==> src/rtl/bridge_config.svh <==
`ifndef BRIDGE_CONFIG_SVH
`define BRIDGE_CONFIG_SVH

// wishbone side
`define BRIDGE_ADDR_W 32
`define BRIDGE_DATA_W 32

// sdram request port, addressed in halfwords
`define SDR_DATA_W 16
`define SDR_ADDR_W 24

// address map
`define SDR_REGION_BIT 27
`define IO_REGION_TAG 4'h1
`define IO_TRACE_OFS 12'h000
`define IO_BGCOL_OFS 12'h004

// rdy is not looked at for this many cycles after a request starts
`define SDR_SETTLE_CYCLES 2
`define SDR_TIMEOUT_CYCLES 64

`define BGCOL_W 24

`endif

==> src/rtl/bridge_pkg.sv <==
package bridge_pkg;

    // sequencer states
    typedef enum logic [2:0] {
        ST_IDLE,
        ST_HALF_LO,
        ST_HALF_HI,
        ST_RESP,
        ST_ERROR
    } fsm_state_e;

    // target of a wishbone access
    typedef enum logic [1:0] {
        REGION_SDRAM,
        REGION_IO,
        REGION_NONE
    } region_e;

    // io register picked by the address offset
    typedef enum logic [1:0] {
        IO_REG_TRACE,
        IO_REG_BGCOL,
        IO_REG_INVALID
    } io_reg_e;

endpackage

==> src/rtl/sdr_seq_if.sv <==
`include "bridge_config.svh"

interface sdr_seq_if;

    // one-cycle start of a halfword transfer
    logic                   issue;
    logic                   is_wr;
    logic                   half_hi;
    // 32-bit word address, the port appends the half select
    logic [`SDR_ADDR_W-2:0] word_addr;

    // request still outstanding on the sdram side
    logic                   busy;
    // halfword accepted, one cycle
    logic                   done;

    modport fsm (
        output issue, is_wr, half_hi, word_addr,
        input  busy, done
    );

    modport port (
        input  issue, is_wr, half_hi, word_addr,
        output busy, done
    );

endinterface

==> src/rtl/bridge_fsm.sv <==
`include "bridge_config.svh"

module bridge_fsm
    import bridge_pkg::*;
(
    input  logic                         clk_sys,
    input  logic                         reset_n,
    input  logic                         wb_cyc_i,
    input  logic                         wb_stb_i,
    input  logic                         wb_we_i,
    input  logic [`BRIDGE_ADDR_W-1:0]    wb_adr_i,
    input  logic [`BRIDGE_DATA_W/8-1:0]  wb_sel_i,
    input  logic                         settled_i,
    input  logic                         expired_i,
    input  logic                         io_bad_i,
    output logic                         wb_ack_o,
    output logic                         wb_err_o,
    output logic                         io_wr_o,
    output logic                         io_rd_o,
    output logic                         timer_start_o,
    sdr_seq_if.fsm                       seq
);

    fsm_state_e state;
    region_e    region;
    logic       req;
    logic       need_lo;
    logic       need_hi;
    logic       sel_ok;
    logic       sdr_free;
    logic       issue_q;

    // only a fresh access in idle counts, the master holds stb through the response
    assign req = wb_cyc_i && wb_stb_i && (state == ST_IDLE);

    always_comb begin
        if (wb_adr_i[`SDR_REGION_BIT]) begin
            region = REGION_SDRAM;
        end else if (wb_adr_i[`SDR_REGION_BIT:`SDR_REGION_BIT-3] == `IO_REGION_TAG) begin
            region = REGION_IO;
        end else begin
            region = REGION_NONE;
        end
    end

    // halfword plan, reads always fetch the whole word
    always_comb begin
        need_lo = 1'b1;
        need_hi = 1'b1;
        sel_ok  = 1'b1;
        if (wb_we_i) begin
            case (wb_sel_i)
                4'b1111: sel_ok = 1'b1;
                4'b0011: need_hi = 1'b0;
                4'b1100: need_lo = 1'b0;
                default: sel_ok = 1'b0;
            endcase
        end
    end

    // port and timer both idle before a new transfer starts
    assign sdr_free = !seq.busy && !settled_i;

    assign io_wr_o = req && (region == REGION_IO) && wb_we_i;
    assign io_rd_o = req && (region == REGION_IO) && !wb_we_i;

    always_ff @(posedge clk_sys) begin
        if (!reset_n) begin
            state   <= ST_IDLE;
            issue_q <= 1'b0;
        end else begin
            issue_q <= 1'b0;
            case (state)
                ST_IDLE: begin
                    if (req) begin
                        case (region)
                            REGION_IO: begin
                                state <= io_bad_i ? ST_ERROR : ST_RESP;
                            end
                            REGION_SDRAM: begin
                                if (!sel_ok) begin
                                    state <= ST_ERROR;
                                end else if (sdr_free) begin
                                    issue_q <= 1'b1;
                                    state   <= need_lo ? ST_HALF_LO : ST_HALF_HI;
                                end
                            end
                            default: state <= ST_ERROR;
                        endcase
                    end
                end
                ST_HALF_LO: begin
                    if (seq.done) begin
                        if (need_hi) begin
                            issue_q <= 1'b1;
                            state   <= ST_HALF_HI;
                        end else begin
                            state <= ST_RESP;
                        end
                    end else if (expired_i) begin
                        state <= ST_ERROR;
                    end
                end
                ST_HALF_HI: begin
                    if (seq.done) begin
                        state <= ST_RESP;
                    end else if (expired_i) begin
                        state <= ST_ERROR;
                    end
                end
                default: state <= ST_IDLE;
            endcase
        end
    end

    // response states last exactly one cycle
    assign wb_ack_o = (state == ST_RESP);
    assign wb_err_o = (state == ST_ERROR);

    assign seq.issue     = issue_q;
    assign seq.is_wr     = wb_we_i;
    assign seq.half_hi   = (state == ST_HALF_HI);
    assign seq.word_addr = wb_adr_i[`SDR_ADDR_W:2];
    assign timer_start_o = issue_q;

endmodule

==> src/rtl/wait_timer.sv <==
`include "bridge_config.svh"

module wait_timer (
    input  logic clk_sys,
    input  logic reset_n,
    input  logic start_i,
    input  logic done_i,
    output logic settled_o,
    output logic expired_o
);

    localparam int CNT_W = $clog2(`SDR_TIMEOUT_CYCLES + 1);

    logic [CNT_W-1:0] cnt;
    logic             active;

    // cnt holds the number of the current request cycle, starting at 1
    always_ff @(posedge clk_sys) begin
        if (!reset_n) begin
            active <= 1'b0;
            cnt    <= '0;
        end else if (start_i) begin
            active <= 1'b1;
            cnt    <= CNT_W'(1);
        end else if (active) begin
            if (done_i || expired_o) begin
                active <= 1'b0;
            end else begin
                cnt <= cnt + 1'b1;
            end
        end
    end

    assign expired_o = active && (cnt == CNT_W'(`SDR_TIMEOUT_CYCLES));

    // response window closes in the expiry cycle so a late rdy is never taken
    assign settled_o = active && (cnt > CNT_W'(`SDR_SETTLE_CYCLES)) && !expired_o;

endmodule

==> src/rtl/sdram_port.sv <==
`include "bridge_config.svh"

module sdram_port (
    input  logic                      clk_sys,
    input  logic                      reset_n,
    input  logic [`BRIDGE_DATA_W-1:0] wb_dat_i,
    input  logic [`SDR_DATA_W-1:0]    sdr_rdata_i,
    input  logic                      sdr_rdy_i,
    input  logic                      settled_i,
    output logic                      sdr_rd_o,
    output logic                      sdr_wr_o,
    output logic [`SDR_ADDR_W-1:0]    sdr_addr_o,
    output logic [`SDR_DATA_W-1:0]    sdr_wdata_o,
    output logic [`BRIDGE_DATA_W-1:0] rdata_o,
    sdr_seq_if.port                   seq
);

    logic settled_q;
    logic accept;
    logic abort;

    assign seq.busy = sdr_rd_o || sdr_wr_o;

    // rdy only counts once the settle wait is over
    assign accept   = seq.busy && settled_i && sdr_rdy_i;
    assign seq.done = accept;

    // window closing while still waiting means the watchdog fired
    assign abort = seq.busy && settled_q && !settled_i;

    always_ff @(posedge clk_sys) begin
        if (!reset_n) begin
            sdr_rd_o  <= 1'b0;
            sdr_wr_o  <= 1'b0;
            settled_q <= 1'b0;
        end else begin
            settled_q <= settled_i;
            if (seq.issue) begin
                sdr_rd_o <= !seq.is_wr;
                sdr_wr_o <= seq.is_wr;
            end else if (accept || abort) begin
                sdr_rd_o <= 1'b0;
                sdr_wr_o <= 1'b0;
            end
        end
    end

    always_ff @(posedge clk_sys) begin
        if (seq.issue) begin
            sdr_addr_o <= {seq.word_addr, seq.half_hi};
            if (seq.half_hi) begin
                sdr_wdata_o <= wb_dat_i[`BRIDGE_DATA_W-1:`SDR_DATA_W];
            end else begin
                sdr_wdata_o <= wb_dat_i[`SDR_DATA_W-1:0];
            end
        end
        // odd halfword address fills the upper half of the word
        if (accept && sdr_rd_o) begin
            if (sdr_addr_o[0]) begin
                rdata_o[`BRIDGE_DATA_W-1:`SDR_DATA_W] <= sdr_rdata_i;
            end else begin
                rdata_o[`SDR_DATA_W-1:0] <= sdr_rdata_i;
            end
        end
    end

endmodule

==> src/rtl/io_regs.sv <==
`include "bridge_config.svh"

module io_regs
    import bridge_pkg::*;
(
    input  logic                      clk_sys,
    input  logic                      reset_n,
    input  logic                      io_wr_i,
    input  logic                      io_rd_i,
    input  logic [`BRIDGE_ADDR_W-1:0] wb_adr_i,
    input  logic [`BRIDGE_DATA_W-1:0] wb_dat_i,
    output logic [`BRIDGE_DATA_W-1:0] io_rdata_o,
    output logic                      io_bad_o,
    output logic [7:0]                trace_data_o,
    output logic                      trace_valid_o,
    output logic [`BGCOL_W-1:0]       bg_color_o
);

    io_reg_e io_reg;

    always_comb begin
        case (wb_adr_i[11:0])
            `IO_TRACE_OFS: io_reg = IO_REG_TRACE;
            `IO_BGCOL_OFS: io_reg = IO_REG_BGCOL;
            default:       io_reg = IO_REG_INVALID;
        endcase
    end

    assign io_bad_o = (io_reg == IO_REG_INVALID);

    always_ff @(posedge clk_sys) begin
        if (!reset_n) begin
            trace_valid_o <= 1'b0;
            bg_color_o    <= '0;
        end else begin
            trace_valid_o <= io_wr_i && (io_reg == IO_REG_TRACE);
            // a zero write leaves the colour alone
            if (io_wr_i && (io_reg == IO_REG_BGCOL) && (wb_dat_i != '0)) begin
                bg_color_o <= wb_dat_i[`BGCOL_W-1:0];
            end
        end
    end

    always_ff @(posedge clk_sys) begin
        if (io_wr_i && (io_reg == IO_REG_TRACE)) begin
            trace_data_o <= wb_dat_i[7:0];
        end
        // read data is ready in the ack cycle
        if (io_rd_i) begin
            case (io_reg)
                IO_REG_TRACE: io_rdata_o <= {{(`BRIDGE_DATA_W-8){1'b0}}, trace_data_o};
                IO_REG_BGCOL: io_rdata_o <= {{(`BRIDGE_DATA_W-`BGCOL_W){1'b0}}, bg_color_o};
                default:      io_rdata_o <= '0;
            endcase
        end
    end

endmodule

==> src/rtl/mem_bridge_top.sv <==
`include "bridge_config.svh"

module mem_bridge_top (
    input  logic                         clk_sys,
    input  logic                         reset_n,
    input  logic                         wb_cyc_i,
    input  logic                         wb_stb_i,
    input  logic                         wb_we_i,
    input  logic [`BRIDGE_ADDR_W-1:0]    wb_adr_i,
    input  logic [`BRIDGE_DATA_W-1:0]    wb_dat_i,
    input  logic [`BRIDGE_DATA_W/8-1:0]  wb_sel_i,
    output logic [`BRIDGE_DATA_W-1:0]    wb_dat_o,
    output logic                         wb_ack_o,
    output logic                         wb_err_o,
    output logic                         sdr_rd_o,
    output logic                         sdr_wr_o,
    output logic [`SDR_ADDR_W-1:0]       sdr_addr_o,
    output logic [`SDR_DATA_W-1:0]       sdr_wdata_o,
    input  logic [`SDR_DATA_W-1:0]       sdr_rdata_i,
    input  logic                         sdr_rdy_i,
    output logic [7:0]                   trace_data_o,
    output logic                         trace_valid_o,
    output logic [`BGCOL_W-1:0]          bg_color_o
);

    logic                      settled;
    logic                      expired;
    logic                      timer_start;
    logic                      io_wr;
    logic                      io_rd;
    logic                      io_bad;
    logic [`BRIDGE_DATA_W-1:0] io_rdata;
    logic [`BRIDGE_DATA_W-1:0] sdr_word;

    sdr_seq_if seq_bus ();

    bridge_fsm u_fsm (
        .clk_sys       (clk_sys),
        .reset_n       (reset_n),
        .wb_cyc_i      (wb_cyc_i),
        .wb_stb_i      (wb_stb_i),
        .wb_we_i       (wb_we_i),
        .wb_adr_i      (wb_adr_i),
        .wb_sel_i      (wb_sel_i),
        .settled_i     (settled),
        .expired_i     (expired),
        .io_bad_i      (io_bad),
        .wb_ack_o      (wb_ack_o),
        .wb_err_o      (wb_err_o),
        .io_wr_o       (io_wr),
        .io_rd_o       (io_rd),
        .timer_start_o (timer_start),
        .seq           (seq_bus.fsm)
    );

    wait_timer u_timer (
        .clk_sys   (clk_sys),
        .reset_n   (reset_n),
        .start_i   (timer_start),
        .done_i    (seq_bus.done),
        .settled_o (settled),
        .expired_o (expired)
    );

    sdram_port u_sdram_port (
        .clk_sys     (clk_sys),
        .reset_n     (reset_n),
        .wb_dat_i    (wb_dat_i),
        .sdr_rdata_i (sdr_rdata_i),
        .sdr_rdy_i   (sdr_rdy_i),
        .settled_i   (settled),
        .sdr_rd_o    (sdr_rd_o),
        .sdr_wr_o    (sdr_wr_o),
        .sdr_addr_o  (sdr_addr_o),
        .sdr_wdata_o (sdr_wdata_o),
        .rdata_o     (sdr_word),
        .seq         (seq_bus.port)
    );

    io_regs u_io_regs (
        .clk_sys       (clk_sys),
        .reset_n       (reset_n),
        .io_wr_i       (io_wr),
        .io_rd_i       (io_rd),
        .wb_adr_i      (wb_adr_i),
        .wb_dat_i      (wb_dat_i),
        .io_rdata_o    (io_rdata),
        .io_bad_o      (io_bad),
        .trace_data_o  (trace_data_o),
        .trace_valid_o (trace_valid_o),
        .bg_color_o    (bg_color_o)
    );

    // address is held by the master, so it still picks the source in the ack cycle
    assign wb_dat_o = wb_adr_i[`SDR_REGION_BIT] ? sdr_word : io_rdata;

endmodule

==> config.mk <==
export PLATFORM = sky130hd
export DESIGN_NAME = mem_bridge_top
export DESIGN_NICKNAME = d
export VERILOG_FILES = /design/src/rtl/bridge_pkg.sv /design/src/rtl/sdr_seq_if.sv /design/src/rtl/bridge_fsm.sv /design/src/rtl/wait_timer.sv /design/src/rtl/sdram_port.sv /design/src/rtl/io_regs.sv /design/src/rtl/mem_bridge_top.sv
export VERILOG_INCLUDE_DIRS = /design/src /design/src/rtl
export SDC_FILE = /design/constraint.sdc
export NUM_CORES = 1
export LEC_CHECK = 0
export ABC_AREA = 1
export CAP_MARGIN = 20
export CORE_ASPECT_RATIO = 2
export CORE_UTILIZATION = 38
export CTS_BUF_LIST = sky130_fd_sc_hd__clkbuf_8
export CTS_CLUSTER_DIAMETER = 40
export DETAILED_ROUTE_END_ITERATION = 8
export DONT_BUFFER_PORTS = 1
export PLACE_DENSITY = 0.57
export SLEW_MARGIN = 20
export SYNTH_ARGS = -nofsm -noshare
export SYNTH_HDL_FRONTEND = slang
export SYNTH_HIERARCHICAL = 1
export SYNTH_SLANG_ARGS = --single-unit
==> constraint.sdc <==
create_clock -name clk_sys -period 5.32 [get_ports clk_sys]
set_input_delay 0.532 -clock clk_sys [delete_from_list [all_inputs] [get_ports clk_sys]]
set_output_delay 0.532 -clock clk_sys [all_outputs]
set_load 0.02 [all_outputs]
Word-level counts from Yosys, hierarchy flattened
Cells that the tools add are included.
- bits in registers: 152
- bits of input ports: 90
- output and inout port bits: 109
- add/sub/neg operators: 1
- order comparisons: 1
- eq/ne operators: 16
- mux-type cells: 39
- bitwise operators: 3
- reductions and logical operators: 38
- operator list (kind ; number):
    $pmux 24 s2 ; 1
    $mux 32 ; 1
    $reduce_bool 32->1 ; 1
    $mux 1 ; 22
    $mux 3 ; 7
    $logic_and 1x1->1 ; 17
    $mux 16 ; 1
    $eq 12x3->1 const B ; 1
    $logic_not 12->1 ; 1
    $reduce_and 2->1 ; 5
    $pmux 3 s3 ; 1
    $eq 4x4->1 const B ; 2
    $add 7x1->7 const B ; 1
    $eq 7x7->1 const B ; 1
    $gt 7x2->1 const B ; 1
    $eq 3x2->1 const B ; 2
    $mux 2 ; 3
    $pmux 3 s2 ; 1
    $eq 2x1->1 const B ; 2
    $eq 4x1->1 const B ; 1
    $eq 4x2->1 const B ; 1
    $logic_not 1->1 ; 4
    $logic_not 2->1 ; 2
    $ne 4x4->1 const B ; 1
    13 further kinds ; 18

Logic depth before layout (Yosys ltp)
- depth in word-level cells: 11
- gate-level depth with buffers: 14
- mapped depth without buffers: 14

Modules after synthesis
The synthesis kept the hierarchy.
- modules (own cells, without submodules) (module ; instances ; cells each ; area each (µm²) ; seq. area each (µm²)):
    io_regs ; 1 ; 320 ; 2603.7 ; 1461.4
    sdram_port ; 1 ; 115 ; 2558.7 ; 2222.1
    wait_timer ; 1 ; 78 ; 574.3 ; 160.2
    bridge_fsm ; 1 ; 92 ; 568.0 ; 80.1
    mem_bridge_top ; 1 ; 104 ; 491.7 ; 0.0

Least setup slack after synthesis
Ideal clock, no wire load.
- path kind: input to register
- from: input port wb_cyc_i
- to: register u_io_regs.io_rdata_o[0], enable pin
- arrival time: 2.435 ns
- setup slack: 2.450 ns
- stages: 4
- buffers on the path: 0
- cells stage by stage: nand2_1 -> nor2_1 -> inv_1 -> nor3_1
- word-level cells in the longest chain between the ends: 4
- RTL lines (element ; RTL line ; RTL):
    from (decl) ; mem_bridge_top.sv:6 ; input logic wb_cyc_i,
    $logic_and 1x1->1 (2 in series) ; bridge_fsm.sv:34 ; assign req = wb_cyc_i && wb_stb_i && (state == ST_IDLE);
    $logic_and 1x1->1 (2 in series) ; bridge_fsm.sv:65 ; assign io_rd_o = req && (region == REGION_IO) && !wb_we_i;
    via io_rd ; mem_bridge_top.sv:30 ; logic io_rd;
    to (signal assigned) ; io_regs.sv:51 ; IO_REG_TRACE: io_rdata_o <= {{(`BRIDGE_DATA_W-8){1'b0}}, trace_data_o};
    to (signal assigned) ; io_regs.sv:52 ; IO_REG_BGCOL: io_rdata_o <= {{(`BRIDGE_DATA_W-`BGCOL_W){1'b0}}, bg_color_o};
    to (decl) ; io_regs.sv:12 ; output logic [`BRIDGE_DATA_W-1:0] io_rdata_o,
The timed path passes the listed nets, and every way through them passes these cells.
A chain may end at the register's enable or synchronous reset.

Worst setup path after layout
- from: register u_timer.cnt[0]
- to: register u_sdram_port.rdata_o[5], enable pin
- word-level cells in the longest chain between the ends: 8
- elaborated cells between the ends (all ways): 10
- RTL lines (element ; RTL line ; RTL):
    from (decl) ; wait_timer.sv:14 ; logic [CNT_W-1:0] cnt;
    from (signal assigned) ; wait_timer.sv:29 ; cnt <= cnt + 1'b1;
    $eq 7x7->1 ; wait_timer.sv:34 ; assign expired_o = active && (cnt == CNT_W'(`SDR_TIMEOUT_CYCLES));
    $logic_and 1x1->1 ; wait_timer.sv:34 ;
    via expired ; mem_bridge_top.sv:27 ; logic expired;
    $logic_not 1->1 ; wait_timer.sv:37 ; assign settled_o = active && (cnt > CNT_W'(`SDR_SETTLE_CYCLES)) && !expired_o;
    $logic_and 1x1->1 ; wait_timer.sv:37 ;
    via settled ; mem_bridge_top.sv:26 ; logic settled;
    $logic_and 1x1->1 (2 in series) ; sdram_port.sv:25 ; assign accept = seq.busy && settled_i && sdr_rdy_i;
    via seq_bus.done ; sdr_seq_if.sv:15 ; logic done;
    $logic_and 1x1->1 ; sdram_port.sv:58 ; if (accept && sdr_rd_o) begin
    $reduce_and 2->1 (no source line) ; -- ;
    to (signal, indexed assignment) ; sdram_port.sv:60 ; rdata_o[`BRIDGE_DATA_W-1:`SDR_DATA_W] <= sdr_rdata_i;
    to (signal, indexed assignment) ; sdram_port.sv:62 ; rdata_o[`SDR_DATA_W-1:0] <= sdr_rdata_i;
    to (decl) ; sdram_port.sv:14 ; output logic [`BRIDGE_DATA_W-1:0] rdata_o,
The timed path passes the listed nets, and every way through them passes these cells.

==> impl_metrics.csv <==
group,metric,value,unit
synth,synth_edf_count,104,
clocking,clkTransAtPathRegs,90,ps
finish,drive_gt1_frac,0.132,
routing,wl_per_cell,17.0,um
min_path,min_to,"u_sdram_port/sdr_addr_o[8]$_DFFE_PP_",
clocking,cts_resized,0,
finish,regArea,3930,um^2
clocking,insertion_delay,450,ps
flow_run,cap_viol_max_count,0,
synth,synth.cell_area,6800,um^2
setup_path,cp.arrival,3000,ps
min_path,hp-start,"wb_adr_i[9]",
min_path,min_path_cells,0,
sta,rsz0062_at_grt,"no",
finish,fin_nets,776,
sta,final-hold-violation-count,0,
place,placed_cell_area,6660,um^2
finish,num-fill-cells,1769,
min_path,worstHoldPathType,"in2reg",
clocking,numCtsBuffers,17,
synth,ys_async_sr_fraction,0,
sta,fin_skew,13.4,ps
clocking,cts_tree,"done",
grt,antenna_found_initial,0,
grt,grt_max_degree,46,
sta,slew_headroom,0.301,
grt,grt_pass1_vias,4452,
die,die_height,191,um
clocking,cts_setup_buffers,0,
routing,wl,15400,um
place,globalplace.congestion,0.855,
clocking,postCtsHoldBufs,0,
routing,detail-route-antenna-nets,0,
routing,dr.pass1.iters,4,
sta,finalSetupViolCount,0,
sta,max_freq,342,MHz
finish,diodes,0,
place,dp_hpwl,11900,um
grt,grt_use_total,0.176,
setup_path,critPathKind,"reg2reg",
place,portBuffers,0,
synth,yosysWarningCount,6,
die,start_util,0.392,
die,die_w,96.6,um
clocking,cts_sinks,144,
finish,finalInstanceArea,7070,um^2
clocking,htree_levels,4,
routing,via_per_inst,4.73,
setup_path,endpoint_kind,"flop",
power_and_ir_drop,finalPower,2.20,mW
sta,tightest_slew,1050,ps
synth,seq_area_frac_synth,0.577,
setup_path,rrSetupSlack,2400,ps
routing,route.detailed.drc,0,
power_and_ir_drop,p_per_area,311,nW/um^2
power_and_ir_drop,power_leakage,2.72,nW
grt,grt_pass1_wl,23500,um
power_and_ir_drop,vdd_drop_max,0.000173,V
sta,min_period,2920,ps
setup_path,start_kind,"flop",
synth,yosysUniqueCellTypes,44,
sta,slew_violations,0,
sta,finalWorstSetupSlack,2400,ps
synth,avgSynthCellArea,9.59,um^2
die,dieArea,18500,um^2
place,pre_cts_slack,2340,ps
setup_path,reg2reg_to,"u_sdram_port/rdata_o[5]$_DFFE_PP_",
setup_path,r2r_cells,9,
sta,fin_tns_setup,0,ps
synth,synth_cells,709,
clocking,cts-root-buf,"clkbuf_8",
sta,period_share,0.549,
finish,multi_input_area,2100,um^2
synth,ys.flop_type,"edfxtp_1",
setup_path,startpoint,"u_timer/cnt[0]$_SDFFE_PN0P_",
outcome,status,"completed",
routing,vias,4282,
finish,area.growth.synth_to_final,4.03,%
routing,drt_iter0_drc,138,
clocking,clockBufferDepth,2,
setup_path,cp.required,5400,ps
setup_path,worst-path-max-fanout,16,
die,core,17400,um^2
setup_path,r2r_start,"u_timer/cnt[0]$_SDFFE_PN0P_",
die,rows,68,
sta,timing.hold.ws,169,ps
die,boundaryPins,199,
synth,synth_seq_cells,144,
grt,grt.overflow.total,0,
[synthesized netlist by cell type (6+ instances only)]
library cell	count	area share
nand2_1	164	0.091
mux2_2	6	0.0099
nand2_2	17	0.016
buf_6	6	0.0099
nand3_1	47	0.035
edfxtp_1	104	0.46
dfxtp_1	40	0.12
buf_4	36	0.040
nor2_1	115	0.064
inv_1	90	0.050
a21oi_1	9	0.0066
o21ai_0	13	0.0096
mux2_4	10	0.022
[kinds of logic (layout without fill, tap and decap cells)]
family,Yosys count,count (layout),share of synthesized area
adders and majority gates,3,3,0.00552
and+or+nand+nor,366,366,0.237
muxes,16,16,0.0320
DFF,144,144,0.577
xor gates and xnor gates,2,2,0.00258
other,1,8,0.000552
buffers and inverters,147,127,0.118
AOI/OAI and AO/OA,30,30,0.0265
[sequential cells by signal (all words and copies together) (netlist names)]
name / flops
u_fsm/seq.issue: 1
u_fsm/state: 3
u_io_regs/bg_color_o: 24
u_io_regs/io_rdata_o: 24
u_io_regs/trace_data_o: 8
u_io_regs/trace_valid_o: 1
u_sdram_port/rdata_o: 32
u_sdram_port/sdr_addr_o: 24
u_sdram_port/sdr_rd_o: 1
u_sdram_port/sdr_wdata_o: 16
u_sdram_port/sdr_wr_o: 1
u_sdram_port/settled_q: 1
u_timer/active: 1
u_timer/cnt: 7
[critical path: stages, from the launching register on]
cell,delay (ps)
dfxtp_1,390
inv_1,90
ha_1,250
nand3_4,140
nor2_8,70
nor2_1,240
nand2_1,130
nor2_1,310
nand2_1,180
nor2_2,720
[power by group]
group	total (mW)	internal [mW]	switching [mW]
clock	0.898	0.433	0.465
combinational	0.0853	0.0288	0.0565
sequential	1.22	1.20	0.0121
total	2.20	1.67	0.534
[per-stage QoR]
stage,std cells,util
2_1_floorplan,716,-
3_3_place_gp,874,0.384
3_5_place_dp,874,0.384
4_1_cts,906,0.407
5_1_grt,906,0.407
6_report,906,0.407
[layout by cell type (no fill, tap or decap), types with 2 or more instances in the layout]
cell and instances:
nand2_1 164, nor2_1 113, edfxtp_1 104, inv_1 90, nand3_1 47, dfxtp_1 39, nand2_2 17, clkbuf_8 17
o21ai_0 13, mux2_4 10, a21oi_1 9, conb_1 8, nor2_2 6, mux2_2 6, inv_8 5, inv_6 4
nor3_1 3, ha_1 3, bufinv_16 2, clkinvlp_4 2, a21oi_2 2, nand3_4 2, nor2_4 2, inv_2 2
buf_4 2, nor2_8 2, xor2_1 2
[layer usage]
metal | track usage | vias to the layer above | part of all wire
met3 | 0.0565 | 34 | 0.073
met5 | 0 | - | 0
met1 | 0.161 | 1930 | 0.33
li1 | - | 2153 | -
met2 | 0.323 | 165 | 0.55
met4 | 0.105 | 0 | 0.047
[layout make-up]
type | instances | area share
flip-flops and latches | 144 | 0.555
multi-input cells | 425 | 0.298
inverters | 93 | 0.0504
well taps | 210 | 0.0372
clock buffers | 17 | 0.0331
clock inverters | 15 | 0.0244
repair buffers | 2 | 0.00212
[worst max path at each step]
stage,to,slack [ps],cells after the start
global route,u_sdram_port/rdata_o[1]$_DFFE_PP_,2100,9
CTS,u_sdram_port/rdata_o[5]$_DFFE_PP_,2320,9
global placement,u_sdram_port/rdata_o[21]$_DFFE_PP_,2410,9
finish,u_sdram_port/rdata_o[5]$_DFFE_PP_,2400,9
floorplan,u_io_regs/io_rdata_o[0]$_DFFE_PP_,2450,4
detailed placement,u_sdram_port/rdata_o[5]$_DFFE_PP_,2340,9
Note: power is estimated with default switching activity, not from simulation.
